==> config.mk <==
export PLATFORM = sky130hd
export DESIGN_NAME = cam_byte_packer
export DESIGN_NICKNAME = d
export VERILOG_FILES = /design/src/fb_pkg.sv /design/src/cam_byte_packer.sv
export SDC_FILE = /design/constraint.sdc
export NUM_CORES = 1
export LEC_CHECK = 0
export BUFFER_PORTS_ARGS = -buffer_cell sky130_fd_sc_hd__buf_2
export CAP_MARGIN = 0
export CORE_ASPECT_RATIO = 1.25
export CORE_MARGIN = 5
export CORE_UTILIZATION = 46
export CTS_CLUSTER_SIZE = 16
export DETAILED_ROUTE_END_ITERATION = 7
export GPL_ROUTABILITY_DRIVEN = 0
export PLACE_DENSITY = 0.71
export SYNTH_ARGS = -nofsm -noshare
export SYNTH_HDL_FRONTEND = slang
export SYNTH_SLANG_ARGS = --single-unit
==> constraint.sdc <==
create_clock -name WBs_CLK_i -period 1.5 [get_ports WBs_CLK_i]
set_input_delay 0.3 -clock WBs_CLK_i [delete_from_list [all_inputs] [get_ports WBs_CLK_i]]
set_output_delay 0.3 -clock WBs_CLK_i [all_outputs]
set_load 0.05 [all_outputs]
==> src/fb_pkg.sv <==
package fb_pkg;

	// ----------------------------------------------------------------------
	// Frame buffer geometry
	// ----------------------------------------------------------------------
	localparam int DATA_W     = 32;                    // Buffer and host word
	localparam int BANK_AW    = 9;                     // 512 words per bank
	localparam int NUM_BANKS  = 4;
	localparam int BANK_SEL_W = 2;                     // Bank number
	localparam int FB_AW      = BANK_SEL_W + BANK_AW;  // Bank bits on top

	// ----------------------------------------------------------------------
	// Quad-SPI SRAM
	// ----------------------------------------------------------------------
	localparam int QSPI_CMD_W  = 8;
	localparam int QSPI_ADDR_W = 24;                   // Byte address, 6 nibbles

	localparam logic [QSPI_CMD_W-1:0] QSPI_CMD_WRITE = 8'h38;  // Quad write

	// Control word bits 1:0
	localparam logic [1:0] MODE_QSPI_WRITE = 2'b10;

	typedef struct packed {
		logic              cyc_fb;    // Frame buffer cycle
		logic              cyc_stat;  // Status/control cycle
		logic              stb;
		logic              we;
		logic [FB_AW-1:0]  adr;       // Word address, bank on top
		logic [DATA_W-1:0] dat;       // Write data
	} wb_req_t;

	typedef struct packed {
		logic              en;        // One cycle per packed word
		logic [FB_AW-1:0]  addr;
		logic [DATA_W-1:0] data;
	} fb_wr_t;

	typedef struct packed {
		logic       ncs;              // Active low chip select
		logic       oe;               // 1 drives the pins
		logic [3:0] dat;
	} qspi_pins_t;

endpackage

==> src/cam_byte_packer.sv <==
module cam_byte_packer import fb_pkg::*; (
	input  logic                  WBs_CLK_i,
	input  logic                  WBs_RST_i,
	input  logic                  cam_pix_en_i,  // One byte per strobe
	input  logic                  cam_href_i,
	input  logic                  cam_vsync_i,
	input  logic [7:0]            cam_dat_i,
	output fb_wr_t                fb_wr_o,
	output logic [BANK_SEL_W-1:0] cam_bank_o     // Bank under the write pointer
);

	logic                byte_vld;   // Byte inside an active line
	logic [1:0]          phase_q;    // Bytes gathered for the current word
	logic [DATA_W-9:0]   shift_q;    // Earlier bytes, oldest on top
	logic                wr_en_q;
	logic [DATA_W-1:0]   wr_data_q;
	logic [FB_AW-1:0]    wr_ptr_q;   // Ring pointer over all banks

	assign byte_vld = cam_pix_en_i & cam_href_i & cam_vsync_i;

	// ----------------------------------------------------------------------
	// Byte phase and ring pointer
	// ----------------------------------------------------------------------
	always_ff @(posedge WBs_CLK_i or posedge WBs_RST_i) begin
		if (WBs_RST_i) begin
			phase_q  <= '0;
			wr_en_q  <= 1'b0;
			wr_ptr_q <= '0;
		end else begin
			wr_en_q <= byte_vld && (phase_q == 2'd3);  // Fourth byte in
			if (byte_vld)
				phase_q <= phase_q + 2'd1;              // Wraps after 4th byte
			if (wr_en_q)
				wr_ptr_q <= wr_ptr_q + FB_AW'(1);       // 2048 word ring
		end
	end

	// Byte packing, first byte ends up in 31:24
	always_ff @(posedge WBs_CLK_i) begin
		if (byte_vld) begin
			shift_q <= {shift_q[DATA_W-17:0], cam_dat_i};
			if (phase_q == 2'd3)
				wr_data_q <= {shift_q, cam_dat_i};
		end
	end

	assign fb_wr_o    = '{en: wr_en_q, addr: wr_ptr_q, data: wr_data_q};
	assign cam_bank_o = wr_ptr_q[FB_AW-1 -: BANK_SEL_W];

	// Four bytes per word, so writes never come back to back
	a_no_back_to_back_wr: assert property (
		@(posedge WBs_CLK_i) disable iff (WBs_RST_i)
		fb_wr_o.en |=> !fb_wr_o.en
	) else $error("packer wrote on two consecutive cycles");

endmodule

======== Yosys cells after proc, flatten, opt, wreduce, memory -nomap -nowiden ========
Cells that the tools add are included.
word-level totals
  register bits after elaboration ......... 70
  output and inout bits ................... 46
  word-level logic and storage cells ...... 12
cells by class
  $add $sub $neg .......................... 2
  equal/unequal tests ..................... 1
  bitwise logic cells ..................... 2
  reduce and logical (&&, ||, !) cells .... 2
operator list
  operator                                        count
  adder 11 x 1 -> 11 bit (second input constant)  1
  adder 2 x 1 -> 2 bit (second input constant)    1
  AND 1 bit                                       2
  equality test 2 bit (second input constant)     1
  AND reduction 2 bit                             1
  logical AND 1 bit                               1

======== Logic depth before layout (Yosys ltp) ========
Gate-level depths: netlist of run 1.
  depth in word-level cells ............... 3
  depth in mapped cells ................... 4
  depth with buffers taken out ............ 4

======== Worst setup path before layout of run 1 ========
OpenSTA, ideal clock, no wires.
  path type ............................... input to register
  start point ............................. input cam_vsync_i
  end point ............................... register wr_data_q[0], enable pin
  setup time .............................. 393 ps
  arrival ................................. 2159 ps
  setup slack ............................. -1051 ps
  stages on the path ...................... 3
  cell sequence ........................... and3_1 clkbuf_1 and2_1
on the way
  longest elaborated chain between the ends .. 2
ends and longest elaborated chain
  item                                  RTL line               text
  start, declared                       cam_byte_packer.sv:6   input logic cam_vsync_i,
  AND 1 bit                             cam_byte_packer.sv:19  assign byte_vld = cam_pix_en_i & cam_href_i & cam_vsync_i;
  named net byte_vld                    cam_byte_packer.sv:12  logic byte_vld;
  AND reduction 2 bit (no source line)  n/a
  end signal, assigned                  cam_byte_packer.sv:43  wr_data_q <= {shift_q, cam_dat_i};
  end, declared                         cam_byte_packer.sv:16  logic [DATA_W-1:0] wr_data_q;
The timed path passes the listed nets, and every way through them passes these cells.
A chain may end at the register's enable or synchronous reset.

======== Final worst setup path of run 1 ========
  start point ............................. register wr_en_q
  end point ............................... output fb_wr_o[43] in the netlist's numbering
RTL lines
  item                    RTL line               text
  start, declared         cam_byte_packer.sv:15  logic wr_en_q;
  start signal, assigned  cam_byte_packer.sv:30  wr_en_q <= byte_vld && (phase_q == 2'd3);
  end, declared           cam_byte_packer.sv:8   output fb_wr_t fb_wr_o,
No word-level cell between the ends.

==> results of run 1 <==
## cell type report
cell class | count | area (um^2) | share of cell area
sequential | 70 | 2030 | 0.705
timing repair buffer | 60 | 323 | 0.112
multi-input combinational | 33 | 258 | 0.0894
clock buffer | 9 | 124 | 0.0430
tap | 62 | 77.6 | 0.0269
clock inverter | 6 | 63.8 | 0.0221
inverter | 1 | 3.75 | 0.00130
## registers in the layout, summed over array words and instances, names as in the netlist
name,cells
wr_data_q,32
shift_q,24
wr_ptr_q,11
phase_q,2
wr_en_q,1
## logic make-up (layout without fill, tap and decap cells)
group                      after synthesis  in the layout  synth area share
and+or+nand+nor                         18             18            0.0481
adders and majority gates                2              2            0.0108
muxes                                    2              2           0.00972
xor gates and xnor gates                11             11            0.0416
buffers and inverters                    5             76            0.0130
DFF                                     70             70             0.877
## path summary, 6_finish.rpt
check	startpoint	to
worst max-delay path	wr_en_q	fb_wr_o[43]
worst min-delay path	cam_dat_i[7]	shift_q[7]
worst max register to register	wr_ptr_q[0]	wr_ptr_q[8]
worst min register to register	shift_q[22]	wr_data_q[30]
max in group asynchronous	WBs_RST_i	wr_ptr_q[1]
min in group asynchronous	WBs_RST_i	wr_ptr_q[8]
## per-layer routing
metal | GRT usage | part of all wire | vias up
li1 | - | - | 535
met1 | 0.132 | 0.38 | 558
met4 | 0.0544 | 0.0070 | 0
met3 | 0.0787 | 0.12 | 4
met2 | 0.195 | 0.49 | 50
met5 | 0 | 0 | -
## through the flow
stage / cells / setup slack (ps) / hold slack, ps / area [um^2] / power (mW)
2_1_floorplan: 108 / 18.9 / 189 / 2330 / 2.70
3_3_place_gp: 225 / 107 / 348 / 2680 / 2.81
3_5_place_dp: 225 / 86.6 / 363 / 2680 / 2.84
4_1_cts: 241 / 48.5 / 139 / 2880 / 4.25
5_1_grt: 241 / 8.03 / 135 / 2880 / 4.39
6_report: 241 / 73.8 / 159 / 2880 / 4.19
## layout by cell type (no fill, tap or decap), drive strengths merged, types with 2 or more instances in the layout
master     n
buf       59
edfxtp    56
dfrtp     14
clkbuf     9
xor2       8
nand2      5
nand4      5
nor3       4
xnor2      3
clkinv     3
nor2       2
mux2       2
ha         2
clkinvlp   2
## power by group through the flow
stage | logic [mW] | clock network [mW] | registers (mW)
global placement | 0.470 | 0 | 2.34
CTS | 0.486 | 1.45 | 2.31
detailed placement | 0.481 | 0 | 2.36
finish | 0.477 | 1.40 | 2.31
global route | 0.507 | 1.55 | 2.33
floorplan | 0.131 | 0 | 2.57
## repair_timing
item / in CTS / in global routing
hold buffers: 1 / 0
hold endpoints to repair: 14 / 0
endpoints found under the setup margin: 1 / 0
resized for setup: 1 / 0
==> impl_metrics.toml, run 1 <==
[route]
drc = 0
wirelength_mm = 3.58
dr.pass1.iters = 4
wire_per_inst_um = 14.8
ant_nets = 0
dr_total_vias = 1147
vias_per_cell = 4.76
drt_iter0_markers = 88

[sta]
worstMarginPinSlew_ps = 515
rsz0062_at_grt = "no"
period_share = 0.951
finalSetupTns_ps = 0
setup_violations = 0
hold_viol = 0
period_minus_slack_ps = 1430
slew_viol_final = 0
slew_headroom = 0.656
fmax_mhz = 701
clock_skew_ps = 4.28

[status]
run_status = "complete, no violations"

[critical_path]
slowest_stage = "dfrtp_1"
startpoint_type = "register"
reg2regPathDepth = 4
worstPathMaxFanout = 7
arrival_ps = 1130
cpPeakStageDelay_ps = 530
ff2ff_setup_slack_ps = 130
worstSetupEndpointType = "output port"
crit_chain = "buf_4"
cpLargestDelayFamily = "flip-flops"
cp.required_ps = 1200
critPathBufInv = 1
crit_cells = 1
critical_path_class = "reg -> out"

[pwr]
p_switching_mw = 1.09
sw_frac_of_total = 0.260
vdd_drop_max_mv = 0.722
pwr-share-seq = 0.551
cellPowerDensity_nw_per_um2 = 1450
p_clk_frac = 0.335
p_int_mw = 3.10
leakagePower_nw = 1.19
pwr-share-comb = 0.114

[yosys]
syn_avg_cell_area_um2 = 21.5
postSynthRegisterBits = 70
yosys.area.top_type = "edfxtp_1"
synth.net_count = 123
yosysWarnings = 0
synth_commonest_cells = "edfxtp_1, dfrtp_1, xor2_1"
synth_edf_count = 56
synth_flop_cell = "edfxtp_1"
yosysMostFrequentCell = "edfxtp_1"
synth_top_area_frac = 0.726
yosysUniqueCellTypes = 17
syn-cell-area_um2 = 2320
synth.top_cells.by_area = "edfxtp_1, dfrtp_1, xor2_1"
syn_inst = 108
async_flop_share = 0.200
synth-seq-area-share = 0.877

[clocking]
cts_buffer_depth = 2
clk-insertion-delay-late_ps = 330
cts-root-buf = "clkbuf_8"
cts.clk_slew.worst_paths_ps = 70
cts_setup_buffers = 0
h-tree-depth = 3
cts.sinks = 70
cts_tree = "done"
cts_made_buffers = 9

[floorplan]
start_util = 0.466
die_width_um = 73.5
die_y_um = 89.4
rows = 29
core_area_um2 = 4970
die-area_um2 = 6570
ios = 59

[min_path]
hp-class = "in -> reg"
hold-path-cell-count = 1

[finish]
final_util = 0.580
drive_gt1_frac = 0.453
fill_cells = 387
nets = 190
area_growth_pct = 24.5
antenna_cells = 0

[job]
maxCapViolCount = 0

[global_route]
grt_pass1_wl_mm = 5.82
track_usage = 0.124
overflow = 0
antenna_found_initial = 0
grt_pass1_vias = 1263
grt_max_degree = 34

[placement]
buffer_ports.inserted = 58
Note: power is estimated with default switching activity, not from simulation.
==> run 2, diff against run 1 <==
Settings changed: CORE_MARGIN 5 to 1.5, CORE_UTILIZATION 46 to 51, PLACE_DENSITY 0.71 to 0.74.
Clock period 1.5 ns to 1.35 ns, I/O delays scaled along.
==> run 2 against run 1 <==
Effect of this change:
- sequential share of layout area down 2.8 points
- utilization up 10 points
- clock skew barely moved
- sequential cell count is the same
- first-iteration DRC count shrank 57%
- non-clock buffer count is 6 higher
- critical path depth stayed put
- combinational power is 21% higher
- hold slack lost 29 ps
- wire length shrank 1.3%
- critical path type unchanged
- critical endpoint is now fb_wr_o[34]
- largest cell class unchanged
==> impl_metrics.toml, run 2 (synthesis gave the netlist of run 1 again) <==
[status]
run_status = "complete, no violations"

[critical_path]
cpLargestDelayFamily = "flip-flops"
worstPathMaxFanout = 5
arrival_ps = 1050
slowest_stage = "dfrtp_2"
cp.required_ps = 1080
crit_chain = "buf_2"
startpoint_type = "register"
critPathBufInv = 1
critical_path_class = "reg -> out"
cpPeakStageDelay_ps = 440
worstSetupEndpointType = "output port"

[floorplan]
rows = 27
die_width_um = 63.3
start_util = 0.528
die-area_um2 = 4960
die_y_um = 78.4
ios = 59
core_area_um2 = 4390

[placement]
dp_hpwl_mm = 2.40
buffer_ports.inserted = 58

[global_route]
grt_use_met3 = 0.0559
met2_usage = 0.253
track_usage = 0.154
antenna_found_initial = 0
overflow = 0
grt_max_degree = 20
busiest_layer = "met2"
grtUsageMet1 = 0.176
grt_pass1_wl_mm = 5.48
grt_pass1_vias = 1158

[sta]
slew_viol_final = 0
worstMarginPinSlew_ps = 539
rsz0062_at_grt = "no"
fmax_mhz = 759
setup_violations = 0
slew_headroom = 0.640
hold_viol = 0
clock_skew_ps = 4.33
finalSetupTns_ps = 0
period_share = 0.976
period_minus_slack_ps = 1320

[clocking]
clk-insertion-delay-late_ps = 330
cts_tree = "done"
cts.sinks = 70
cts-root-buf = "clkbuf_8"
cts_made_buffers = 9
cts.clk_slew.worst_paths_ps = 60
cts_buffer_depth = 2
h-tree-depth = 3

[pwr]
cellPowerDensity_nw_per_um2 = 1680
vdd_drop_max_mv = 1.46
leakagePower_nw = 1.24
p_clk_frac = 0.374
pwr-share-seq = 0.512
sw_frac_of_total = 0.235
power_mw = 5.05
pwr-share-comb = 0.114
p_switching_mw = 1.19
p_int_mw = 3.86

[min_path]
hp-class = "in -> reg"

[job]
maxCapViolCount = 0

[route]
dr_total_vias = 1135
wire_per_inst_um = 14.5
dr.pass1.iters = 5
drc = 0
vias_per_cell = 4.67
wirelength_mm = 3.53
drt_iter0_markers = 38
ant_nets = 0

[finish]
antenna_cells = 0
area_growth_pct = 29.8
final_common_cell = "edfxtp_1"
nets = 196
top_register = "wr_data_q"
layout_common_cells = "edfxtp_1, buf_2, clkbuf_8, buf_4, dfrtp_1"
largest_reg_flops = 32
drive_gt1_frac = 0.492
reg_top3 = "wr_data_q (32), shift_q (24), wr_ptr_q (11)"
[run 2: cell types whose count changed in the layout (fill, tap and decap cells not counted), sizes merged]
| cell | previous run | this run |
|---|---|---|
| buf | 59 | 60 |
| bufinv | 1 | 3 |
| clkbuf | 9 | 15 |
| clkinv | 3 | 2 |
| clkinvlp | 2 | 0 |
[run 2: final timing paths]
check                      slack (ps)         start  cells after the start            end
max                                30   wr_ptr_q[2]                      1    fb_wr_o[34]
min                               130  cam_dat_i[3]                      1     shift_q[3]
max reg2reg                       120   wr_ptr_q[0]                      4    wr_ptr_q[8]
min reg2reg                       420   shift_q[20]                      0  wr_data_q[28]
max in group asynchronous         430     WBs_RST_i                      3    wr_ptr_q[2]
min in group asynchronous         530     WBs_RST_i                      3     phase_q[0]
[run 2: what timing repair did]
action                     4_1_cts  5_1_grt
gates cloned                     0        0
setup endpoints to repair        3        7
setup buffers                    0        2
hold endpoints to repair        14        0
resized for setup                4        6
hold buffers                     1        0
[run 2: power by group through the flow]
stage	sequential [mW]	clock (mW)	combinational, mW
final	2.58	1.89	0.578
after global routing	2.60	2.02	0.620
after CTS	2.58	1.94	0.571
after detailed placement	2.63	0	0.563
after global placement	2.62	0	0.545
after floorplan	2.87	0	0.161
[run 2: final cells by class]
| class | count | area, um^2 |
|---|---|---|
| clock buffer | 10 | 128 |
| multi-input combinational | 33 | 280 |
| inverter | 1 | 3.75 |
| fill | 309 | 1390 |
| sequential | 70 | 2040 |
| timing repair buffer | 66 | 385 |
| tap | 58 | 72.6 |
| clock inverter | 5 | 98.8 |
[run 2: through the flow]
step | util | instance area [um^2] | std cells | hold slack, ps | setup slack, ps
6_report | 0.685 | 3010 | 243 | 130 | 32.8
5_1_grt | 0.685 | 3010 | 243 | 111 | 0.211
4_1_cts | 0.678 | 2980 | 241 | 109 | 9.35
3_5_place_dp | 0.622 | 2730 | 225 | 347 | 118
3_3_place_gp | 0.622 | 2730 | 225 | 321 | 170
2_1_floorplan | - | 2370 | 108 | 159 | 3.47
[run 2: layer usage]
metal,part of all wire,wire [um]
met5,0,0
met4,0.018,63
met3,0.063,223
met2,0.53,1860
met1,0.39,1380
