<file path="config.mk">
export PLATFORM = sky130hd
export DESIGN_NAME = wb_host_regs
export DESIGN_NICKNAME = d
export VERILOG_FILES = /design/src/fb_pkg.sv /design/src/wb_host_regs.sv
export SDC_FILE = /design/constraint.sdc
export NUM_CORES = 1
export LEC_CHECK = 0
export BUFFER_PORTS_ARGS = -buffer_cell sky130_fd_sc_hd__buf_2
export CORE_AREA = 2 2 51 53
export CTS_CLUSTER_DIAMETER = 40
export CTS_CLUSTER_SIZE = 16
export DETAILED_ROUTE_END_ITERATION = 10
export DIE_AREA = 0 0 53 55
export GPL_TIMING_DRIVEN = 0
export PLACE_DENSITY = 0.82
export SYNTH_ARGS = -nofsm -noshare
export SYNTH_HDL_FRONTEND = slang
export SYNTH_SLANG_ARGS = --single-unit
</file>
<file path="constraint.sdc">
create_clock -name WBs_CLK_i -period 1.66 [get_ports WBs_CLK_i]
set_input_delay 0.166 -clock WBs_CLK_i [delete_from_list [all_inputs] [get_ports WBs_CLK_i]]
set_output_delay 0.166 -clock WBs_CLK_i [all_outputs]
set_load 0.02 [all_outputs]
</file>
<file path="src/fb_pkg.sv">
package fb_pkg;

	// ----------------------------------------------------------------------
	// Frame buffer geometry
	// ----------------------------------------------------------------------
	localparam int DATA_W     = 32;                    // Buffer and host word
	localparam int BANK_AW    = 9;                     // 512 words per bank
	localparam int NUM_BANKS  = 4;
	localparam int BANK_SEL_W = 2;                     // Bank number
	localparam int FB_AW      = BANK_SEL_W + BANK_AW;  // Bank bits on top

	// ----------------------------------------------------------------------
	// Quad-SPI SRAM
	// ----------------------------------------------------------------------
	localparam int QSPI_CMD_W  = 8;
	localparam int QSPI_ADDR_W = 24;                   // Byte address, 6 nibbles

	localparam logic [QSPI_CMD_W-1:0] QSPI_CMD_WRITE = 8'h38;  // Quad write

	// Control word bits 1:0
	localparam logic [1:0] MODE_QSPI_WRITE = 2'b10;

	typedef struct packed {
		logic              cyc_fb;    // Frame buffer cycle
		logic              cyc_stat;  // Status/control cycle
		logic              stb;
		logic              we;
		logic [FB_AW-1:0]  adr;       // Word address, bank on top
		logic [DATA_W-1:0] dat;       // Write data
	} wb_req_t;

	typedef struct packed {
		logic              en;        // One cycle per packed word
		logic [FB_AW-1:0]  addr;
		logic [DATA_W-1:0] data;
	} fb_wr_t;

	typedef struct packed {
		logic       ncs;              // Active low chip select
		logic       oe;               // 1 drives the pins
		logic [3:0] dat;
	} qspi_pins_t;

endpackage

</file>
<file path="src/wb_host_regs.sv">
module wb_host_regs import fb_pkg::*; (
	input  logic                  WBs_CLK_i,
	input  logic                  WBs_RST_i,
	input  wb_req_t               wb_req_i,
	input  logic [BANK_SEL_W-1:0] cam_bank_i,     // For status bits 1:0
	input  logic                  cam_vsync_i,    // For status bit 8
	input  logic [DATA_W-1:0]     fb_rd_data_i,   // Port A, one cycle late
	output logic [FB_AW-1:0]      fb_rd_addr_o,
	output logic [DATA_W-1:0]     WBs_DAT_o,
	output logic                  WBs_ACK_o,
	output logic                  qspi_enable_o   // Quad write mode selected
);

	logic              req;         // Request seen with ack low
	logic              ctrl_wr;     // Control register write strobe
	logic [1:0]        mode_q;      // Control word bits 1:0
	logic              stat_sel_q;  // Current ack is for a status cycle
	logic [DATA_W-1:0] status;

	// ----------------------------------------------------------------------
	// Decode and acknowledge
	// ----------------------------------------------------------------------
	assign req     = (wb_req_i.cyc_fb | wb_req_i.cyc_stat) & wb_req_i.stb & ~WBs_ACK_o;
	assign ctrl_wr = wb_req_i.cyc_stat & wb_req_i.stb & wb_req_i.we & ~WBs_ACK_o;

	always_ff @(posedge WBs_CLK_i or posedge WBs_RST_i) begin
		if (WBs_RST_i) begin
			WBs_ACK_o  <= 1'b0;
			mode_q     <= '0;
			stat_sel_q <= 1'b0;
		end else begin
			WBs_ACK_o <= req;                        // Single cycle ack
			if (ctrl_wr)
				mode_q <= wb_req_i.dat[1:0];          // Lands with the ack edge
			if (req)
				stat_sel_q <= wb_req_i.cyc_stat;
		end
	end

	// ----------------------------------------------------------------------
	// Read data
	// ----------------------------------------------------------------------
	// vsync in bit 8, camera bank in 1:0
	assign status = {{(DATA_W - 9){1'b0}}, cam_vsync_i, 6'b0, cam_bank_i};

	assign fb_rd_addr_o = wb_req_i.adr;              // Word ready with the ack
	assign WBs_DAT_o    = stat_sel_q ? status : fb_rd_data_i;

	assign qspi_enable_o = (mode_q == MODE_QSPI_WRITE);

	// Each request gets one ack, never a stretched one
	a_ack_one_cycle: assert property (
		@(posedge WBs_CLK_i) disable iff (WBs_RST_i)
		WBs_ACK_o |=> !WBs_ACK_o
	) else $error("ack high on two consecutive cycles");

endmodule

</file>
Word-level counts from Yosys, hierarchy flattened
Index checks and enable logic that the tools add are counted.
{"block": "word_totals", "elab_cells": 12, "in_bits": 84, "output_inout_bits": 45, "ff_bits": 4}
{"block": "op_classes", "n_bitwise": 7, "eq_ne": 1, "n_mux": 1}
{"op": "2-to-1 mux 32 bit", "n": 1}
{"op": "bitwise AND 1 bit", "n": 5}
{"op": "== test 2 bit, second input constant", "n": 1}
{"op": "NOT 1 bit", "n": 1}
{"op": "OR 1 bit", "n": 1}

Depth between registers and ports, before layout
Gate-level depths: netlist of the first run.
{"block": "logic_depth", "ltp_word": 3, "mapped_depth": 2, "ltp_nobuf": 2}

Worst setup path before layout of the first run
Ideal clock, no wire load.
{"block": "synth_timing", "path_type": "register -> register", "from": "reg WBs_ACK_o", "to": "reg mode_q[0]", "path_slack_ps": 537, "setup_ps": 127, "arrival_ps": 995, "synth_period_minus_slack_ps": 1123, "path_stages_with_launch": 3, "path_buffers": 0, "required_ps": 1533, "path_cell_list": "dfrtp_1 -> nand4b_2 -> mux2_1"}
{"block": "synth_between", "elab_chain_len": 2}
{"element": "start, declared", "line_no": "wb_host_regs.sv:10", "rtl": "output logic WBs_ACK_o,"}
{"element": "start signal, assigned", "line_no": "wb_host_regs.sv:32", "rtl": "WBs_ACK_o <= req;"}
{"element": "NOT 1 bit", "line_no": "wb_host_regs.sv:24", "rtl": "assign ctrl_wr = wb_req_i.cyc_stat & wb_req_i.stb & wb_req_i.we & ~WBs_ACK_o;"}
{"element": "bitwise AND 1 bit", "line_no": "wb_host_regs.sv:24"}
{"element": "end signal, assigned", "line_no": "wb_host_regs.sv:34", "rtl": "mode_q <= wb_req_i.dat[1:0];"}
{"element": "end, declared", "line_no": "wb_host_regs.sv:16", "rtl": "logic [1:0] mode_q;"}
Every way passes these cells.
A chain may end at the register's enable or synchronous reset.

Final worst setup path of the first run
{"block": "layout_timing", "from": "reg stat_sel_q", "to": "out WBs_DAT_o[29]"}
{"block": "layout_between", "elab_chain_len": 1}
{"element": "start, declared", "line_no": "wb_host_regs.sv:17", "rtl": "logic stat_sel_q;"}
{"element": "start signal, assigned", "line_no": "wb_host_regs.sv:36", "rtl": "stat_sel_q <= wb_req_i.cyc_stat;"}
{"element": "2-to-1 mux 32 bit", "line_no": "wb_host_regs.sv:47", "rtl": "assign WBs_DAT_o = stat_sel_q ? status : fb_rd_data_i;"}
{"element": "end, declared", "line_no": "wb_host_regs.sv:9", "rtl": "output logic [DATA_W-1:0] WBs_DAT_o,"}
Every way passes these cells.

==> results of run 1 <==
layer usage:
layer / vias to the layer above / GRT usage [%] / routed length (µm)
met5: - / 0 / 0
met4: 0 / 5.13 / 0
met3: 0 / 4.03 / 290
met2: 48 / 21.3 / 1060
met1: 306 / 8.78 / 509
li1: 356 / - / -
worst max path at each step:
stage	from	end	slack (ns)	cells past startpoint
5_1_grt	stat_sel_q	WBs_DAT_o[9]	0.21	3
6_report	stat_sel_q	WBs_DAT_o[29]	0.31	3
4_1_cts	stat_sel_q	WBs_DAT_o[29]	0.28	3
3_5_place_dp	stat_sel_q	WBs_DAT_o[29]	0.54	3
2_1_floorplan	WBs_ACK_o	mode_q[0]	0.54	2
3_3_place_gp	stat_sel_q	WBs_DAT_o[0]	0.55	2
sequential cells by signal (all words and copies together), names as in the netlist:
register / count
WBs_ACK_o: 1
stat_sel_q: 1
mode_q: 2
logic make-up (layout without fill, tap and decap cells):
logic type	Yosys count	after routing	share of synthesized area (%)
flops	4	4	20.4
simple gates	32	32	42.7
buf+inv	16	107	21.4
compound gates	2	2	4.07
mux	5	5	11.4
stage by stage:
step,utilization (%),cell area [µm²],cells,power [µW],hold slack [ns]
finish,42.2,997,180,678,0.143
global placement,40.8,965,176,558,0.0514
global route,42.2,997,180,736,0.150
detailed placement,40.8,965,176,564,0.0527
CTS,42.2,997,180,692,0.136
floorplan,-,492,59,401,-0.0679
synth_stat cells:
cell and n:
a32o_1 1, buf_2 3, buf_4 11, dfrtp_1 4
inv_1 2, mux2_1 2, mux2_2 3, nand3b_1 1
nand4b_2 1, nor2b_1 30, o211a_1 1
worst reg2reg max path, stage by stage (launching register included):
cell and delay, ns:
dfrtp_1 0.39, nand4b_2 0.23, mux2_1 0.32
repair_timing:
action,in CTS,in global routing
resized for setup,0,0
hold buffers,1,0
endpoints found under the hold margin,4,0
buffers inserted,0,0
power by group through the flow:
stage	Combinational (µW)	Clock, µW	Sequential [µW]
after floorplan	272	0	128
after global placement	428	0	130
after detailed placement	434	0	130
after CTS	436	127	129
after global routing	470	135	131
final	431	119	128
area by class of cell:
class                   instances  share of cell area (%)
plain buffers                  14                    9.79
well taps                      30                    3.76
repair buffers                 88                    44.7
flip-flops and latches          4                    10.0
multi-input cells              39                    28.7
clock buffers                   3                    2.26
inverters                       2                   0.753
==> impl_metrics.tcl, run 1 <==
set metrics [dict create \
    cpPeakStageDelay_ns 0.43 \
    synth.top_cell.area_share_pct 38.2 \
    hold_viol_final 0 \
    syn_nets 143 \
    start_util_pct 20.8 \
    setup_tns_ns 0 \
    power_switching_share_pct 44.0 \
    worstSkewPairLatency_ns 0.23 \
    reg2reg_to "mode_q[0]" \
    cp_top_family "flip-flops" \
    crit_buf_inv 2 \
    portBuffers 87 \
    power.internal_uw 380 \
    ys_seq_area_share_pct 20.4 \
    hold_start "wb_req_i[1]" \
    clkPwrFrac_pct 17.6 \
    hold_depth 2 \
    status "complete, no violations" \
    seqPwrFrac_pct 18.9 \
    r2r_setup_slack_ns 0.59 \
    antenna_cells 0 \
    mostFrequentLayoutCell "buf_2" \
    path_common_cell "buf_2" \
    crit_type "reg2out" \
    nNetsFinal 236 \
    final_max_slew_viol_count 0 \
    cp.required_ns 1.49 \
    fmax_mhz 742 \
    wirelength_mm 1.86 \
    hold_class "in2reg" \
    grt_pass1_wl_mm 2.19 \
    htreeDepth 1 \
    fin_crit_ns 1.35 \
    finalCritPeriodShare_pct 81.2 \
    yosys-top-cells-area "nor2b_1 38%, dfrtp_1 20%, buf_4 17%, mux2_2 6.9%, mux2_1 4.6%" \
    cellLeakagePower_uw 0.000615 \
    p_switching_uw 299 \
    yosysWarnings 0 \
    start_kind "flop" \
    avgSynthCellArea_um2 8.33 \
    dr.pass1.iters 2 \
    drive_above_1_share_pct 72.0 \
    tightestPinTransition_ns 0.197 \
    netlist_area_um2 492 \
    yosysUniqueCellTypes 11 \
    critPathMaxFanout 10 \
    rsz0062_at_grt "false" \
    slowest_stage "dfrtp_1" \
    antenna_found_initial 0 \
    first_global_vias 565 \
    rr_worst_depth 2 \
    min_to "mode_q[1]" \
    die_area_um2 2920 \
    multi_input_area_um2 287 \
    num_vias 710 \
    io_pins 129 \
    cts_sinks 4 \
    worstSetupEndpointType "output pin" \
    gp_congestion 0.563 \
    ir_worst_vdd_uv 445 \
    fill_cells 261 \
    clkTransAtPathRegs_ns 0.04 \
    grt_overflow 0 \
    ant_nets 0 \
    r2r_start "WBs_ACK_o" \
    drt-initial-drc-count 5 \
    die_w_um 53 \
    die_h_um 55 \
    path_cells "buf_2 > nor2b_1 > buf_2" \
    drc 0 \
    cts-root-buf "clkbuf_4" \
    core_area_um2 2360 \
    power.density_nw_per_um2 680 \
    grt_max_degree 11 \
    setup_viol 0 \
    seqCellArea_um2 100 \
    cts_tree "built" \
    preCtsSetupSlack_ns 0.540 \
    dp_hpwl_mm 1.68 \
    row_count 18 \
    ys_ff_latch 4 \
    yosysTopAreaCell "nor2b_1" \
    area_growth_pct 103 \
    setup_slack_ns 0.312 \
    drv_cap 0 \
    grt_util_all_layers_pct 10.5 \
    syn_inst 59 \
    numCtsBuffers 3 \
    arrival_ns 1.18 \
    viasPerCell 3.94 \
    maxSlewHeadroom_pct 86.8 \
    skew_ns 0.000379 \
    mostFrequentLayoutCells "90 x buf_2, 30 x nor2b_1, 11 x buf_4, 4 x dfrtp_1" \
    wl_per_cell_um 10.3 \
    clockBufferDepth 2 \
    combPwrFrac_pct 63.5 \
]
No activity file was read; power rests on OpenSTA's default activity.
==> run 2: changes to the inputs <==
Settings changed: ABC_AREA set to 1, CORE_AREA 2 2 51 53 to 2 2 46 65, DIE_AREA 0 0 53 55 to 0 0 48 67, PLACE_DENSITY 0.82 to 0.78.
Clock period 1.66 ns to 1.38 ns, I/O delays scaled along.
==> impl_metrics.tcl, run 2 <==
set metrics [dict create \
    path_cells "buf_6 > buf_6 > nor2_1 > buf_2" \
    post-synth-top-count-cell "inv_1" \
    mostFrequentLayoutCells "87 x buf_2, 39 x inv_1, 30 x nor2_1, 14 x nand2_1, 11 x buf_4" \
    area_growth_pct 89.1 \
    reg_top3 "mode_q x2, WBs_ACK_o x1, stat_sel_q x1" \
    tightestPinTransition_ns 0.147 \
    cellLeakagePower_uw 0.000829 \
    antenna_found_initial 0 \
    ant_nets 0 \
    start_util_pct 22.0 \
    synth_edf_count 0 \
    r2r_start "stat_sel_q" \
    drc 0 \
    setup_tns_ns 0 \
    clockBufferDepth 2 \
    layoutNonFillerInstCount 235 \
    syn_inst 108 \
    arrival_ns 1.13 \
    ys_ff_latch 4 \
    yosysTopAreaCell "inv_1" \
    path_common_cell "buf_6" \
    timing.hold.ws_ns 0.139 \
    cp.required_ns 1.24 \
    maxSlewHeadroom_pct 90.2 \
    ys_seq_area_share_pct 17.4 \
    portBuffers 87 \
    holdBufCountCts 1 \
    yosysWarnings 0 \
    placed_cells 231 \
    row_count 22 \
    yosys-top-cells-area "inv_1 25%, nor2_1 20%, dfrtp_1 17%, buf_4 14%, nand2_1 9.1%" \
    numCtsBuffers 3 \
    postCtsSetupBuffers 0 \
    rsz0062_at_grt "false" \
    cts-root-buf "clkbuf_4" \
    drt-initial-drc-count 8 \
    antenna_cells 0 \
    grt_util_all_layers_pct 8.98 \
    cpPeakStageDelay_ns 0.36 \
    dr.pass1.iters 3 \
    syn_nets 192 \
    cts_sinks 4 \
    first_global_vias 633 \
    start_kind "flop" \
    fmax_mhz 786 \
    core_area_um2 2620 \
    drv_cap 0 \
    wirelength_mm 1.63 \
    hold_start "wb_req_i[1]" \
    nNetsFinal 285 \
    num_vias 827 \
    worstSetupEndpointType "output pin" \
    io_pins 129 \
    wl_per_cell_um 6.92 \
    grt_pass1_wl_mm 2.12 \
    synthTopCellsByCount "39 x inv_1, 30 x nor2_1, 14 x nand2_1" \
    die_area_um2 3220 \
    htreeDepth 1 \
    yosysUniqueCellTypes 9 \
    synth_ff_type "dfrtp_1" \
    mostFrequentLayoutCell "buf_2" \
    post_cts_resized 0 \
    largest_reg_flops 2 \
    slowest_stage "dfrtp_1" \
    status "complete, no violations" \
    min_to "mode_q[1]" \
    gp_congestion 0.633 \
    viasPerCell 3.52 \
    critPathMaxFanout 10 \
    dp_hpwl_mm 1.46 \
    worstSkewPairLatency_ns 0.23 \
    finalCritPeriodShare_pct 92.2 \
    clkTransAtPathRegs_ns 0.04 \
    netlist_area_um2 576 \
    largest_register "mode_q" \
    crit_type "reg2out" \
    skew_ns 0.00429 \
    ir_worst_vdd_uv 471 \
    grt_overflow 0 \
    setup_viol 0 \
    fin_crit_ns 1.27 \
    rr_worst_depth 4 \
    grt_max_degree 11 \
    synth.top_cell.area_share_pct 25.4 \
    drive_above_1_share_pct 53.3 \
    hold_depth 3 \
    reg2reg_to "stat_sel_q" \
    final_max_slew_viol_count 0 \
    avgSynthCellArea_um2 5.33 \
    r2r_setup_slack_ns 0.53 \
    die_h_um 67 \
    power.density_nw_per_um2 777 \
    die_w_um 48 \
    hold_class "in2reg" \
    hold_viol_final 0 \
    cts_tree "built" \
    async_reset_ff_share_pct 100 \
]
[run 2: cell types whose count changed in the layout (fill, tap and decap cells not counted), moves of 3 or more]
cell | previous run | this run
o21ai_0 | 0 | 3
nor2_1 | 0 | 30
buf_2 | 90 | 87
mux2_2 | 3 | 0
nor2b_1 | 30 | 0
inv_1 | 2 | 39
nand2_1 | 0 | 14
buf_6 | 0 | 4
[run 2: cell families (layout without fill, tap and decap cells)]
logic type	Yosys count	in the layout	share of synthesized area, %
and+or+nand+nor	47	47	32.4
AOI/OAI and AO/OA	3	3	2.61
DFF	4	4	17.4
buffers and inverters	54	145	47.6
[run 2: worst max-delay path by stage]
stage	depth (start not counted)	from	endpoint
4_1_cts	4	stat_sel_q	WBs_DAT_o[19]
3_3_place_gp	4	stat_sel_q	WBs_DAT_o[7]
6_report	4	stat_sel_q	WBs_DAT_o[16]
5_1_grt	4	stat_sel_q	WBs_DAT_o[20]
3_5_place_dp	4	stat_sel_q	WBs_DAT_o[19]
2_1_floorplan	2	stat_sel_q	WBs_DAT_o[0]
[run 2: critical path: cells and delay by family, from the launching register on]
family	cells	cell delay, ns
buffers and inverters	3	0.44
DFF	1	0.36
and+or+nand+nor	1	0.10
[run 2: layout make-up]
type                    count  area, µm²
well taps                  36       45.0
inverters                  39        146
repair buffers             88        445
plain buffers              15        128
fillers                   268       1530
multi-input cells          50        201
flip-flops and latches      4        100
clock buffers               3       22.5
[run 2: stage by stage]
step | power (µW) | instance area, µm² | util (%) | setup WS (ns)
after floorplan | 511 | 576 | - | 0.262
after global placement | 703 | 1060 | 40.4 | 0.358
after detailed placement | 708 | 1060 | 40.4 | 0.353
after CTS | 862 | 1090 | 41.6 | 0.0973
after global routing | 919 | 1090 | 41.6 | 0.0207
final | 845 | 1090 | 41.6 | 0.108
[run 2: metal layers]
metal / up-vias / wire [µm] / global-route usage, % / part of all wire, %
li1: 459 / - / - / -
met1: 307 / 572 / 7.29 / 35
met2: 61 / 839 / 18.3 / 52
met3: 0 / 215 / 0.813 / 13
met4: 0 / 0 / 5.07 / 0
met5: - / 0 / 0 / 0
[run 2: power by group]
group	leakage, µW	internal [µW]	switching [µW]	total (µW)
clock network	0.0000138	97.1	46.2	143
registers	0.0000497	136	10.2	146
logic	0.000765	228	327	556
total	0.000829	462	384	845
