===== config.mk =====
export PLATFORM = sky130hd
export DESIGN_NAME = qspi_burst_writer
export DESIGN_NICKNAME = d
export VERILOG_FILES = /design/src/fb_pkg.sv /design/src/qspi_burst_writer.sv
export SDC_FILE = /design/constraint.sdc
export NUM_CORES = 1
export LEC_CHECK = 0
export BUFFER_PORTS_ARGS = -buffer_cell sky130_fd_sc_hd__buf_2
export CAP_MARGIN = 5
export CORE_ASPECT_RATIO = 2
export CORE_MARGIN = 1
export CORE_UTILIZATION = 62
export CTS_CLUSTER_SIZE = 14
export DETAILED_ROUTE_END_ITERATION = 16
export GPL_ROUTABILITY_DRIVEN = 1
export HOLD_SLACK_MARGIN = 0.06
export PLACE_DENSITY = 0.85
export SYNTH_ARGS = -nofsm -noshare
export SYNTH_HDL_FRONTEND = slang
export SYNTH_SLANG_ARGS = --single-unit

===== constraint.sdc =====
create_clock -name WBs_CLK_i -period 5.25 [get_ports WBs_CLK_i]
set_input_delay 0.525 -clock WBs_CLK_i [delete_from_list [all_inputs] [get_ports WBs_CLK_i]]
set_output_delay 0.525 -clock WBs_CLK_i [all_outputs]
set_load 0.1 [all_outputs]

===== src/fb_pkg.sv =====
package fb_pkg;

	// ----------------------------------------------------------------------
	// Frame buffer geometry
	// ----------------------------------------------------------------------
	localparam int DATA_W     = 32;                    // Buffer and host word
	localparam int BANK_AW    = 9;                     // 512 words per bank
	localparam int NUM_BANKS  = 4;
	localparam int BANK_SEL_W = 2;                     // Bank number
	localparam int FB_AW      = BANK_SEL_W + BANK_AW;  // Bank bits on top

	// ----------------------------------------------------------------------
	// Quad-SPI SRAM
	// ----------------------------------------------------------------------
	localparam int QSPI_CMD_W  = 8;
	localparam int QSPI_ADDR_W = 24;                   // Byte address, 6 nibbles

	localparam logic [QSPI_CMD_W-1:0] QSPI_CMD_WRITE = 8'h38;  // Quad write

	// Control word bits 1:0
	localparam logic [1:0] MODE_QSPI_WRITE = 2'b10;

	typedef struct packed {
		logic              cyc_fb;    // Frame buffer cycle
		logic              cyc_stat;  // Status/control cycle
		logic              stb;
		logic              we;
		logic [FB_AW-1:0]  adr;       // Word address, bank on top
		logic [DATA_W-1:0] dat;       // Write data
	} wb_req_t;

	typedef struct packed {
		logic              en;        // One cycle per packed word
		logic [FB_AW-1:0]  addr;
		logic [DATA_W-1:0] data;
	} fb_wr_t;

	typedef struct packed {
		logic       ncs;              // Active low chip select
		logic       oe;               // 1 drives the pins
		logic [3:0] dat;
	} qspi_pins_t;

endpackage


===== src/qspi_burst_writer.sv =====
module qspi_burst_writer import fb_pkg::*; #(
	parameter logic [QSPI_ADDR_W-1:0] QSPI_BASE_ADDR = 24'h000004,  // First burst
	parameter int                     BURST_WORDS    = 128          // Words per burst
) (
	input  logic                  WBs_CLK_i,
	input  logic                  WBs_RST_i,
	input  logic                  qspi_enable_i,  // Quad write mode
	input  logic [BANK_SEL_W-1:0] cam_bank_i,     // Bank being filled
	input  logic [DATA_W-1:0]     rd_data_i,      // Port B, one cycle late
	output logic [FB_AW-1:0]      rd_addr_o,
	output qspi_pins_t            qspi_o
);

	localparam int                     WORD_W      = $clog2(BURST_WORDS);
	localparam logic [WORD_W-1:0]      LAST_WORD   = WORD_W'(BURST_WORDS - 1);
	localparam logic [QSPI_ADDR_W-1:0] BURST_BYTES = QSPI_ADDR_W'(BURST_WORDS * 4);

	typedef enum logic [2:0] {
		ST_IDLE,
		ST_CMD,    // 8 bits on dat[0]
		ST_ADDR,   // 6 nibbles
		ST_DATA,   // 8 nibbles per word
		ST_GAP     // ncs high between bursts
	} state_e;

	state_e                 st_q;
	logic [2:0]             cnt_q;        // Bit or nibble in the phase
	logic [WORD_W-1:0]      word_q;       // Word in the burst
	logic [QSPI_ADDR_W-1:0] sram_addr_q;  // Start of the next burst
	logic [FB_AW-1:0]       rd_ptr_q;     // Next frame buffer word to send
	logic [QSPI_CMD_W-1:0]  cmd_sr_q;
	logic [QSPI_ADDR_W-1:0] addr_sr_q;
	logic [DATA_W-1:0]      data_sr_q;
	logic                   start;        // Bank drained side is free
	logic                   go_burst;
	logic                   load_word;    // Take prefetched word
	logic                   send;
	logic [3:0]             nibble;

	// Camera must have left the bank, mode checked at each boundary
	assign start = qspi_enable_i && (rd_ptr_q[FB_AW-1 -: BANK_SEL_W] != cam_bank_i);

	assign go_burst  = start && ((st_q == ST_IDLE) || (st_q == ST_GAP && cnt_q == 3'd1));
	assign load_word = (st_q == ST_ADDR && cnt_q == 3'd5)
	                || (st_q == ST_DATA && cnt_q == 3'd7 && word_q != LAST_WORD);

	// ----------------------------------------------------------------------
	// Phase sequencing
	// ----------------------------------------------------------------------
	always_ff @(posedge WBs_CLK_i or posedge WBs_RST_i) begin
		if (WBs_RST_i) begin
			st_q        <= ST_IDLE;
			cnt_q       <= '0;
			word_q      <= '0;
			sram_addr_q <= QSPI_BASE_ADDR;
			rd_ptr_q    <= '0;
		end else begin
			cnt_q <= cnt_q + 3'd1;                   // Wraps 7 to 0 by itself
			if (load_word)
				rd_ptr_q <= rd_ptr_q + FB_AW'(1);     // Walks all banks in order
			case (st_q)
				ST_IDLE: begin
					cnt_q <= '0;
					if (go_burst)
						st_q <= ST_CMD;
				end
				ST_CMD: begin
					if (cnt_q == 3'd7)
						st_q <= ST_ADDR;
				end
				ST_ADDR: begin
					if (cnt_q == 3'd5) begin
						st_q   <= ST_DATA;
						cnt_q  <= '0;
						word_q <= '0;
					end
				end
				ST_DATA: begin
					if (cnt_q == 3'd7) begin
						word_q <= word_q + WORD_W'(1);
						if (word_q == LAST_WORD) begin
							st_q        <= ST_GAP;
							sram_addr_q <= sram_addr_q + BURST_BYTES;  // 512 bytes on
						end
					end
				end
				ST_GAP: begin
					if (cnt_q == 3'd1) begin
						st_q  <= go_burst ? ST_CMD : ST_IDLE;  // Back to back if free
						cnt_q <= '0;
					end
				end
				default: st_q <= ST_IDLE;
			endcase
		end
	end

	// Shift registers, MSB goes out first
	always_ff @(posedge WBs_CLK_i) begin
		if (go_burst) begin
			cmd_sr_q  <= QSPI_CMD_WRITE;
			addr_sr_q <= sram_addr_q;
		end else begin
			if (st_q == ST_CMD)
				cmd_sr_q <= {cmd_sr_q[QSPI_CMD_W-2:0], 1'b0};
			if (st_q == ST_ADDR)
				addr_sr_q <= {addr_sr_q[QSPI_ADDR_W-5:0], 4'h0};
		end
		if (load_word)
			data_sr_q <= rd_data_i;                  // Fetched during last nibbles
		else if (st_q == ST_DATA)
			data_sr_q <= {data_sr_q[DATA_W-5:0], 4'h0};
	end

	// ----------------------------------------------------------------------
	// Pins
	// ----------------------------------------------------------------------
	assign send = (st_q == ST_CMD) || (st_q == ST_ADDR) || (st_q == ST_DATA);

	always_comb begin
		case (st_q)
			ST_CMD:  nibble = {3'b000, cmd_sr_q[QSPI_CMD_W-1]};  // Serial on dat[0]
			ST_ADDR: nibble = addr_sr_q[QSPI_ADDR_W-1 -: 4];
			ST_DATA: nibble = data_sr_q[DATA_W-1 -: 4];
			default: nibble = 4'h0;
		endcase
	end

	assign rd_addr_o = rd_ptr_q;
	assign qspi_o    = '{ncs: ~send, oe: 1'b1, dat: nibble};  // Write only

	// ncs only rises once the last data nibble of a full burst is out
	a_ncs_send_phase: assert property (
		@(posedge WBs_CLK_i) disable iff (WBs_RST_i)
		$rose(qspi_o.ncs) |-> $past(st_q == ST_DATA && word_q == LAST_WORD && cnt_q == 3'd7)
	) else $error("ncs left the send phase early");

endmodule


Word level (Yosys, flattened, before mapping) --
Index checks and enable logic that the tools add are counted.
Storage, ports and cells: register bits 109, bits of input ports 37, output and inout bits 17, word-level logic and storage cells 65
Operators by class: add/sub/neg operators 4, eq/ne operators 16, multiplexer cells 19, bitwise operators 1, reduce and logical (&&, ||, !) cells 17
Operators by type and width (count):
- $mux W32 | 2
- $mux W24 | 2
- $add A24 B10 Y24 const B | 1
- $mux W3 | 8
- $pmux W3 S5 | 1
- $mux W7 | 2
- $pmux W7 S2 | 1
- $pmux W4 S3 | 1
- $add A11 B1 Y11 const B | 1
- $eq A3 B3 Y1 const B | 3
- $pmux W3 S3 | 1
- $add A7 B1 Y7 const B | 1
- $eq A7 B7 Y1 const B | 1
- $ne A7 B7 Y1 const B | 1
- $eq A3 B1 Y1 const B | 2
- $eq A3 B2 Y1 const B | 2
- $logic_and A1 B1 Y1 | 6
- $ne A2 B1 Y1 const B | 3
- $ne A2 B2 Y1 const B | 3
- $reduce_and A3 Y1 | 2
- $reduce_and A6 Y1 | 1
- $reduce_bool A2 Y1 | 3
- $logic_or A1 B1 Y1 | 4
- $add A3 B1 Y3 const B | 1
- other kinds (4) | 4

Longest topological paths before layout --
Gate-level depths: netlist of run 1.
depth after elaboration 7, mapped depth 9, mapped depth without buffers 7

Least setup slack after synthesis of run 1 --
No wires, ideal clock.
path kind flip-flop to flip-flop, start register cnt_q[1], end register data_sr_q[0], enable pin, library setup time 0.466 ns, arrival 3.034 ns, required time 4.784 ns, path slack 1.751 ns, cell stages (with the launch flop) 5, buffers on the path 0, clock period less this slack 3.499 ns, path through dfrtp_1 -> inv_1 -> ha_1 -> nand3b_1 -> o21ai_0
Between the ends: longest elaborated chain between the ends 5, elaborated cells on any way between the ends 7, those cells by class 2 x eq/ne; 5 x reduce/logical
RTL lines:
- start, declared | RTL line qspi_burst_writer.sv:27 | logic [2:0] cnt_q;
- start signal, assigned | RTL line qspi_burst_writer.sv:58 | cnt_q <= cnt_q + 3'd1;
- $eq A3 B3 Y1 | RTL line qspi_burst_writer.sv:45 | || (st_q == ST_DATA && cnt_q == 3'd7 && word_q != LAST_WORD);
- $logic_and A1 B1 Y1 (2 in series) | RTL line qspi_burst_writer.sv:45
- $logic_or A1 B1 Y1 (*) | RTL line qspi_burst_writer.sv:45
- $reduce_bool A2 Y1 (no source line) (*)
- end signal, assigned | RTL line qspi_burst_writer.sv:110 | data_sr_q <= rd_data_i;
- end signal, assigned | RTL line qspi_burst_writer.sv:112 | data_sr_q <= {data_sr_q[DATA_W-5:0], 4'h0};
- end, declared | RTL line qspi_burst_writer.sv:33 | logic [DATA_W-1:0] data_sr_q;
Mark *: on every way between the ends. The rest lies on a longest branch, timed or not. A chain may end at the register's enable or synchronous reset.

Final worst setup path of run 1 --
start register st_q[1], end register rd_ptr_q[9] (netlist: rd_addr_o[9])
Between the ends: longest elaborated chain between the ends 4, elaborated cells on any way between the ends 6, those cells by class 2 x eq/ne; 4 x reduce/logical
RTL lines:
- start, declared | RTL line qspi_burst_writer.sv:26 | state_e st_q;
- start signal, assigned | RTL line qspi_burst_writer.sv:89 | st_q <= go_burst ? ST_CMD : ST_IDLE;
- $eq A3 B2 Y1 | RTL line qspi_burst_writer.sv:45
- $logic_and A1 B1 Y1 (2 in series) | RTL line qspi_burst_writer.sv:45
- $logic_or A1 B1 Y1 (*) | RTL line qspi_burst_writer.sv:45
- end signal, assigned | RTL line qspi_burst_writer.sv:60 | rd_ptr_q <= rd_ptr_q + FB_AW'(1);
- end, declared | RTL line qspi_burst_writer.sv:30 | logic [FB_AW-1:0] rd_ptr_q;
Marks and branches as above.

==> flow_metrics.tcl, run 1 <==
set metrics [dict create \
    io_pins 54 \
    crit_type "register to register" \
    synth_area_um2 4240 \
    rsz0062_at_grt "false" \
    timing.critical_path.buf_inv 0 \
    antenna_cells 0 \
    slowest_delay_ps 860 \
    fin_util_pct 72.8 \
    max_freq_ghz 0.354 \
    htree_levels 3 \
    power_per_cell_area_nw_per_um2 301 \
    post_cts_resized 0 \
    syn_avg_cell_area_um2 11.3 \
    first_iter_violations 177 \
    ys_warn_count 0 \
    dp_hpwl_um 5410 \
    relSlewSlack_pct 27.3 \
    routedWlPerCell_um 15.5 \
    cts_made_buffers 9 \
    io_buffer_count 52 \
    grt_max_degree 40 \
    cts_tree "done" \
    drc 0 \
    syn_nets 417 \
    die-height_um 119 \
    grtUsageTotal_pct 25.6 \
    hp-class "input port to async pin" \
    coreArea_um2 6620 \
    grt_pass1_vias 2893 \
    first_pass_iters 4 \
    rrSetupSlack_ps 2420 \
    vias 2890 \
    gp_congestion 0.809 \
    fin_setup_tns_ps 0 \
    maxCapViolCount 0 \
    start_kind "register" \
    std_cell_rows 42 \
    cp.required_ps 5470 \
    endpoint_kind "register" \
    crit-reg2reg-capture "rd_addr_o[9]" \
    synth_edf_count 49 \
    grt_pass1_wl_um 13100 \
    die_w_um 60.4 \
    wirelength_um 8030 \
    root_buffer "clkbuf_16" \
    clock_sinks 93 \
    drive_above_1_share_pct 21.7 \
    period_needed_ps 2830 \
    worstPathCellList "nand2b_1 -> nor2_1 -> a21o_1 -> nand4_1 -> xnor2_1" \
    area_growth_pct 13.9 \
    syn_inst 374 \
    clk_path_buf_depth 2 \
    fin_skew_ps 8.43 \
    r2r_cells 5 \
    ys_ff_latch 93 \
    vias_per_cell 5.59 \
    cts_hold_buf 0 \
    whs_ps 284 \
    synth_seq_area_share_pct 60.1 \
    postCtsSetupBuffers 0 \
    antenna_left 0 \
    cts.clk_slew.worst_paths_ps 60 \
    power_w 0.00145 \
    leakage_nw 2.17 \
    synthFlopType "edfxtp_1" \
    critPathMaxFanout 38 \
    period_share_pct 53.8 \
    clk_latency_ps 350 \
    run_status "completed" \
    nets 467 \
    async_flop_share_pct 41.9 \
    start_util_pct 64.0 \
    r2r-start "st_q[1]" \
    arrival_ps 3050 \
    path_delay_family "simple AND/OR/NAND/NOR gates" \
    slew_violations 0 \
    setup_viol 0 \
    tightestPinTransition_ps 1090 \
    ys_types 47 \
    vdd_drop_max_uv 342 \
    slowest_stage "a21o_1" \
    die_area_um2 7190 \
    hold_viol 0 \
    grt-ovfl-total 0 \
    antenna_found_initial 0 \
]
==> state kept, by name (all words and copies together) (netlist names) <==
name,cells
rd_addr_o,11
addr_sr_q,17
cnt_q,3
data_sr_q,32
sram_addr_q,15
word_q,7
cmd_sr_q,5
st_q,3
==> kinds of logic (layout without fill, tap and decap cells) <==
family,after synthesis,after routing,synth area share [%]
compound gates,26,26,3.99
xor+xnor,29,29,6.00
fa+ha+maj,6,6,1.77
buf+inv,21,76,2.81
flops,93,93,60.1
mux,20,20,5.49
other cells,1,1,0.0885
simple gates,178,178,19.7
==> worst register-to-register path, stage by stage, from the launching register on <==
cell	delay [ps]
dfrtp_1	680
nand2b_1	330
nor2_1	420
a21o_1	860
nand4_1	220
xnor2_1	190
==> area by class of cell <==
type | count | area [um^2]
Clock buffer | 9 | 225
Clock inverter | 7 | 66.3
Fill cell | 505 | 1800
Inverter | 5 | 18.8
Multi-Input combinational cell | 260 | 1570
Sequential cell | 93 | 2550
Tap cell | 88 | 110
Timing Repair Buffer | 55 | 283
==> routing by layer <==
| metal | GRT usage, % | part of all wire [%] |
|---|---|---|
| met2 | 43.0 | 55 |
| met5 | 0 | 0 |
| met1 | 27.6 | 37 |
| met4 | 15.6 | 3.8 |
| met3 | 6.41 | 4.0 |
==> where the power goes <==
part	switching [W]	total, W	internal [W]	leakage, nW
Combinational	0.0000297	0.0000441	0.0000144	1.02
Sequential	0.00000263	0.000775	0.000772	1.01
Clock	0.000268	0.000634	0.000366	0.147
==> worst max path at each step <==
stage	from	endpoint	slack [ps]	depth (start not counted)
floorplan	cnt_q[1]	data_sr_q[0]	1750	4
global placement	st_q[1]	rd_addr_o[9]	2500	5
detailed placement	st_q[1]	rd_addr_o[9]	2420	5
CTS	st_q[1]	rd_addr_o[9]	2410	5
global route	st_q[1]	rd_addr_o[3]	2130	5
finish	st_q[1]	rd_addr_o[9]	2420	5
==> per-stage QoR <==
stage	area, um^2	std cells	setup slack [ps]
2_1_floorplan	4240	374	1750
3_3_place_gp	4530	501	2500
3_5_place_dp	4530	501	2420
4_1_cts	4820	517	2410
5_1_grt	4820	517	2130
6_report	4820	517	2420
==> cells in the mapped netlist (2+ instances only) <==
library cell,number,area share (%)
and2_1,9,1.3
nor4_2,2,0.59
a21oi_1,5,0.59
mux2_2,10,2.7
and3_1,5,0.74
nand3b_1,2,0.35
edfxtp_1,49,35
clkbuf_1,2,0.18
xor2_1,11,2.3
dfrtp_1,39,23
mux2_4,4,1.4
a21o_1,2,0.35
nand2b_1,2,0.30
nand2_1,107,9.5
a31oi_1,2,0.30
buf_4,3,0.53
nand4_1,8,1.2
buf_2,8,0.95
nand3_1,10,1.2
mux2i_1,6,1.4
xnor2_1,18,3.7
dfxtp_1,5,2.4
nor3_1,3,0.35
o21ai_0,9,1.1
nor2_1,20,1.8
ha_1,6,1.8
inv_1,5,0.44
and4_1,3,0.62
==> layout by cell type, fill, tap and decap left out, types with 6 or more instances in the layout <==
cell       netlist  layout
buf_2            8      52
clkbuf_16        0       9
mux2_2          10      10
dfrtp_1         39      39
nor2_1          20      20
nand4_1          8       8
xnor2_1         18      18
nand3_1         10      10
o21ai_0          9       7
and2_1           9       9
edfxtp_1        49      49
mux2i_1          6       6
xor2_1          11      11
nand2_1        107     107
ha_1             6       6
No activity file was read; power rests on OpenSTA's default activity.
==> run 2, diff against run 1 <==
--- a/config.mk
+++ b/config.mk
@@ -5,16 +5,17 @@
 export SDC_FILE = /design/constraint.sdc
 export NUM_CORES = 1
 export LEC_CHECK = 0
+export ABC_AREA = 1
 export BUFFER_PORTS_ARGS = -buffer_cell sky130_fd_sc_hd__buf_2
 export CAP_MARGIN = 5
 export CORE_ASPECT_RATIO = 2
 export CORE_MARGIN = 1
-export CORE_UTILIZATION = 62
+export CORE_UTILIZATION = 58
 export CTS_CLUSTER_SIZE = 14
 export DETAILED_ROUTE_END_ITERATION = 16
 export GPL_ROUTABILITY_DRIVEN = 1
 export HOLD_SLACK_MARGIN = 0.06
-export PLACE_DENSITY = 0.85
+export PLACE_DENSITY = 0.79
 export SYNTH_ARGS = -nofsm -noshare
 export SYNTH_HDL_FRONTEND = slang
 export SYNTH_SLANG_ARGS = --single-unit
==> constraint.sdc (replaced) <==
create_clock -name WBs_CLK_i -period 3 [get_ports WBs_CLK_i]
set_input_delay 0.3 -clock WBs_CLK_i [delete_from_list [all_inputs] [get_ports WBs_CLK_i]]
set_output_delay 0.3 -clock WBs_CLK_i [all_outputs]
set_load 0.1 [all_outputs]
==> flow_metrics.tcl, run 2 <==
set metrics [dict create \
    vdd_drop_max_uv 581 \
    period_needed_ps 2230 \
    regMostFlops "data_sr_q" \
    setup_viol 0 \
    worstPathCellList "inv_1 -> nor2_1 -> nand2_1 -> inv_1 -> nand2_1 -> nand3_1 -> buf_2" \
    maxCapViolCount 0 \
    rsz0062_at_grt "false" \
    crit_type "register to primary output" \
    antenna_left 0 \
    synthTopCellsByCount "nand2_1, edfxtp_1, inv_1" \
    nets 624 \
    grtUsageTotal_pct 23.8 \
    post_cts_resized 0 \
    largest_register_ffs 32 \
    dpl-instance-area_um2 4830 \
    drc 0 \
    relSlewSlack_pct 57.1 \
    htree_levels 3 \
    layout.cells.non_filler 680 \
    critPathMaxFanout 7 \
    period_share_pct 74.5 \
    dp.cells 664 \
    drive_above_1_share_pct 14.0 \
    slew_violations 0 \
    ys_warn_count 0 \
    antenna_found_initial 0 \
    gp_congestion 0.816 \
    slowest_stage "dfrtp_1" \
    clk_latency_ps 350 \
    cts_hold_buf 0 \
    endpoint_kind "primary output" \
    grt_pass1_vias 3349 \
    postCtsSetupBuffers 0 \
    vias 3461 \
    first_iter_violations 198 \
    fin_setup_tns_ps 0 \
    synth.top_cell.area_share_pct 32.5 \
    layout_common_cells "nand2_1, buf_2, edfxtp_1" \
    first_pass_iters 5 \
    grt-ovfl-total 0 \
    cp.required_ps 2700 \
    start_kind "register" \
    cts_made_buffers 9 \
    power_per_cell_area_nw_per_um2 893 \
    die_w_um 64.5 \
    dp_hpwl_um 6230 \
    wirelength_um 8710 \
    vias_per_cell 5.09 \
    die-height_um 127 \
    whs_ps 61.0 \
    clk_path_buf_depth 2 \
    ys_ff_latch 93 \
    ys_types 29 \
    coreArea_um2 7540 \
    layout_commonest_cell "nand2_1" \
    io_buffer_count 52 \
    tightestPinTransition_ps 641 \
    synthFlopType "edfxtp_1" \
    cts_tree "done" \
    syn_inst 526 \
    area_growth_pct 14.4 \
    fin_skew_ps 9.88 \
    synth_edf_count 49 \
    std_cell_rows 45 \
    arrival_ps 1930 \
    max_freq_ghz 0.448 \
    antenna_cells 0 \
    syn_nets 569 \
    run_status "completed" \
    die_area_um2 8180 \
    routedWlPerCell_um 12.8 \
    synth_area_um2 4530 \
    syn_avg_cell_area_um2 8.60 \
    hold_viol 0 \
    leakage_nw 2.48 \
    timing.critical_path.buf_inv 3 \
    synth_seq_area_share_pct 56.3 \
    fin_util_pct 68.6 \
    final_cell_area_um2 5180 \
    slowest_delay_ps 440 \
    synth.area.top_cells "edfxtp_1, dfrtp_1, nand2_1" \
    async_flop_share_pct 41.9 \
    yosysTopAreaCell "edfxtp_1" \
    hp-class "input port to async pin" \
    path_delay_family "buffers and inverters" \
    clock_sinks 93 \
    start_util_pct 60.0 \
    cts.clk_slew.worst_paths_ps 70 \
    post-synth-top-count-cell "nand2_1" \
    grt_max_degree 40 \
    grt_pass1_wl_um 14700 \
    root_buffer "clkbuf_16" \
    reg_top3 "data_sr_q: 32 flops, addr_sr_q: 17 flops, sram_addr_q: 15 flops" \
    io_pins 54 \
]
==> run 2: path summary, 6_finish.rpt <==
kind                               start               to  slack, ps  cells past startpoint
min reg2reg                  cmd_sr_q[4]      cmd_sr_q[5]        480                      2
min                            WBs_RST_i    rd_addr_o[10]         60                      3
min in group WBs_CLK_i     rd_data_i[15]    data_sr_q[15]        230                      3
max                              st_q[0]        qspi_o[0]        770                      7
max reg2reg                     cnt_q[0]    data_sr_q[28]        980                      9
max in group asynchronous      WBs_RST_i  sram_addr_q[20]       2580                      3
==> run 2: report_power, final <==
part           total (W)  internal (W)  switching [W]  leakage (nW)
clock network    0.00130      0.000818       0.000483         0.168
logic            0.00137      0.000324        0.00105          1.28
registers        0.00195       0.00180       0.000150          1.04
total            0.00462       0.00294        0.00168          2.48
==> run 2: kinds of logic (layout without fill, tap and decap cells) <==
group	Yosys count	in the layout	synth area share, %
compound gates	23	23	2.96
buf+inv	64	124	6.55
fa+ha+maj	6	6	1.66
xor+xnor	20	20	4.04
flops	93	93	56.3
other cells	1	1	0.0829
simple gates	319	319	28.4
==> run 2: cell type report <==
cell class | count | area [um^2]
Multi-Input combinational cell | 369 | 1680
Inverter | 52 | 195
Fill cell | 604 | 2370
Timing Repair Buffer | 56 | 290
Clock buffer | 9 | 225
Sequential cell | 93 | 2550
Tap cell | 94 | 118
Clock inverter | 7 | 120
==> run 2: per-stage QoR <==
stage | power [W] | setup slack, ps
after floorplan | 0.00304 | 666
after global placement | 0.00331 | 1020
after detailed placement | 0.00335 | 989
after CTS | 0.00466 | 738
after global routing | 0.00486 | 654
final | 0.00462 | 766
==> run 2: worst reg2reg max path: cells and delay by family, from the launching register on <==
kind                       cells  cell delay, ps
adders and majority gates      2             400
buffers and inverters          2             550
and+or+nand+nor                5             530
DFF                            1             410
==> run 2: layer usage <==
metal  global-route usage, %  vias to the layer above  part of all wire [%]
met5                       0                        -                     0
met1                    27.3                     1589                    40
li1                        -                     1768                     -
met2                    41.1                       82                    54
met3                    4.77                       22                   3.2
met4                    12.3                        0                   2.8
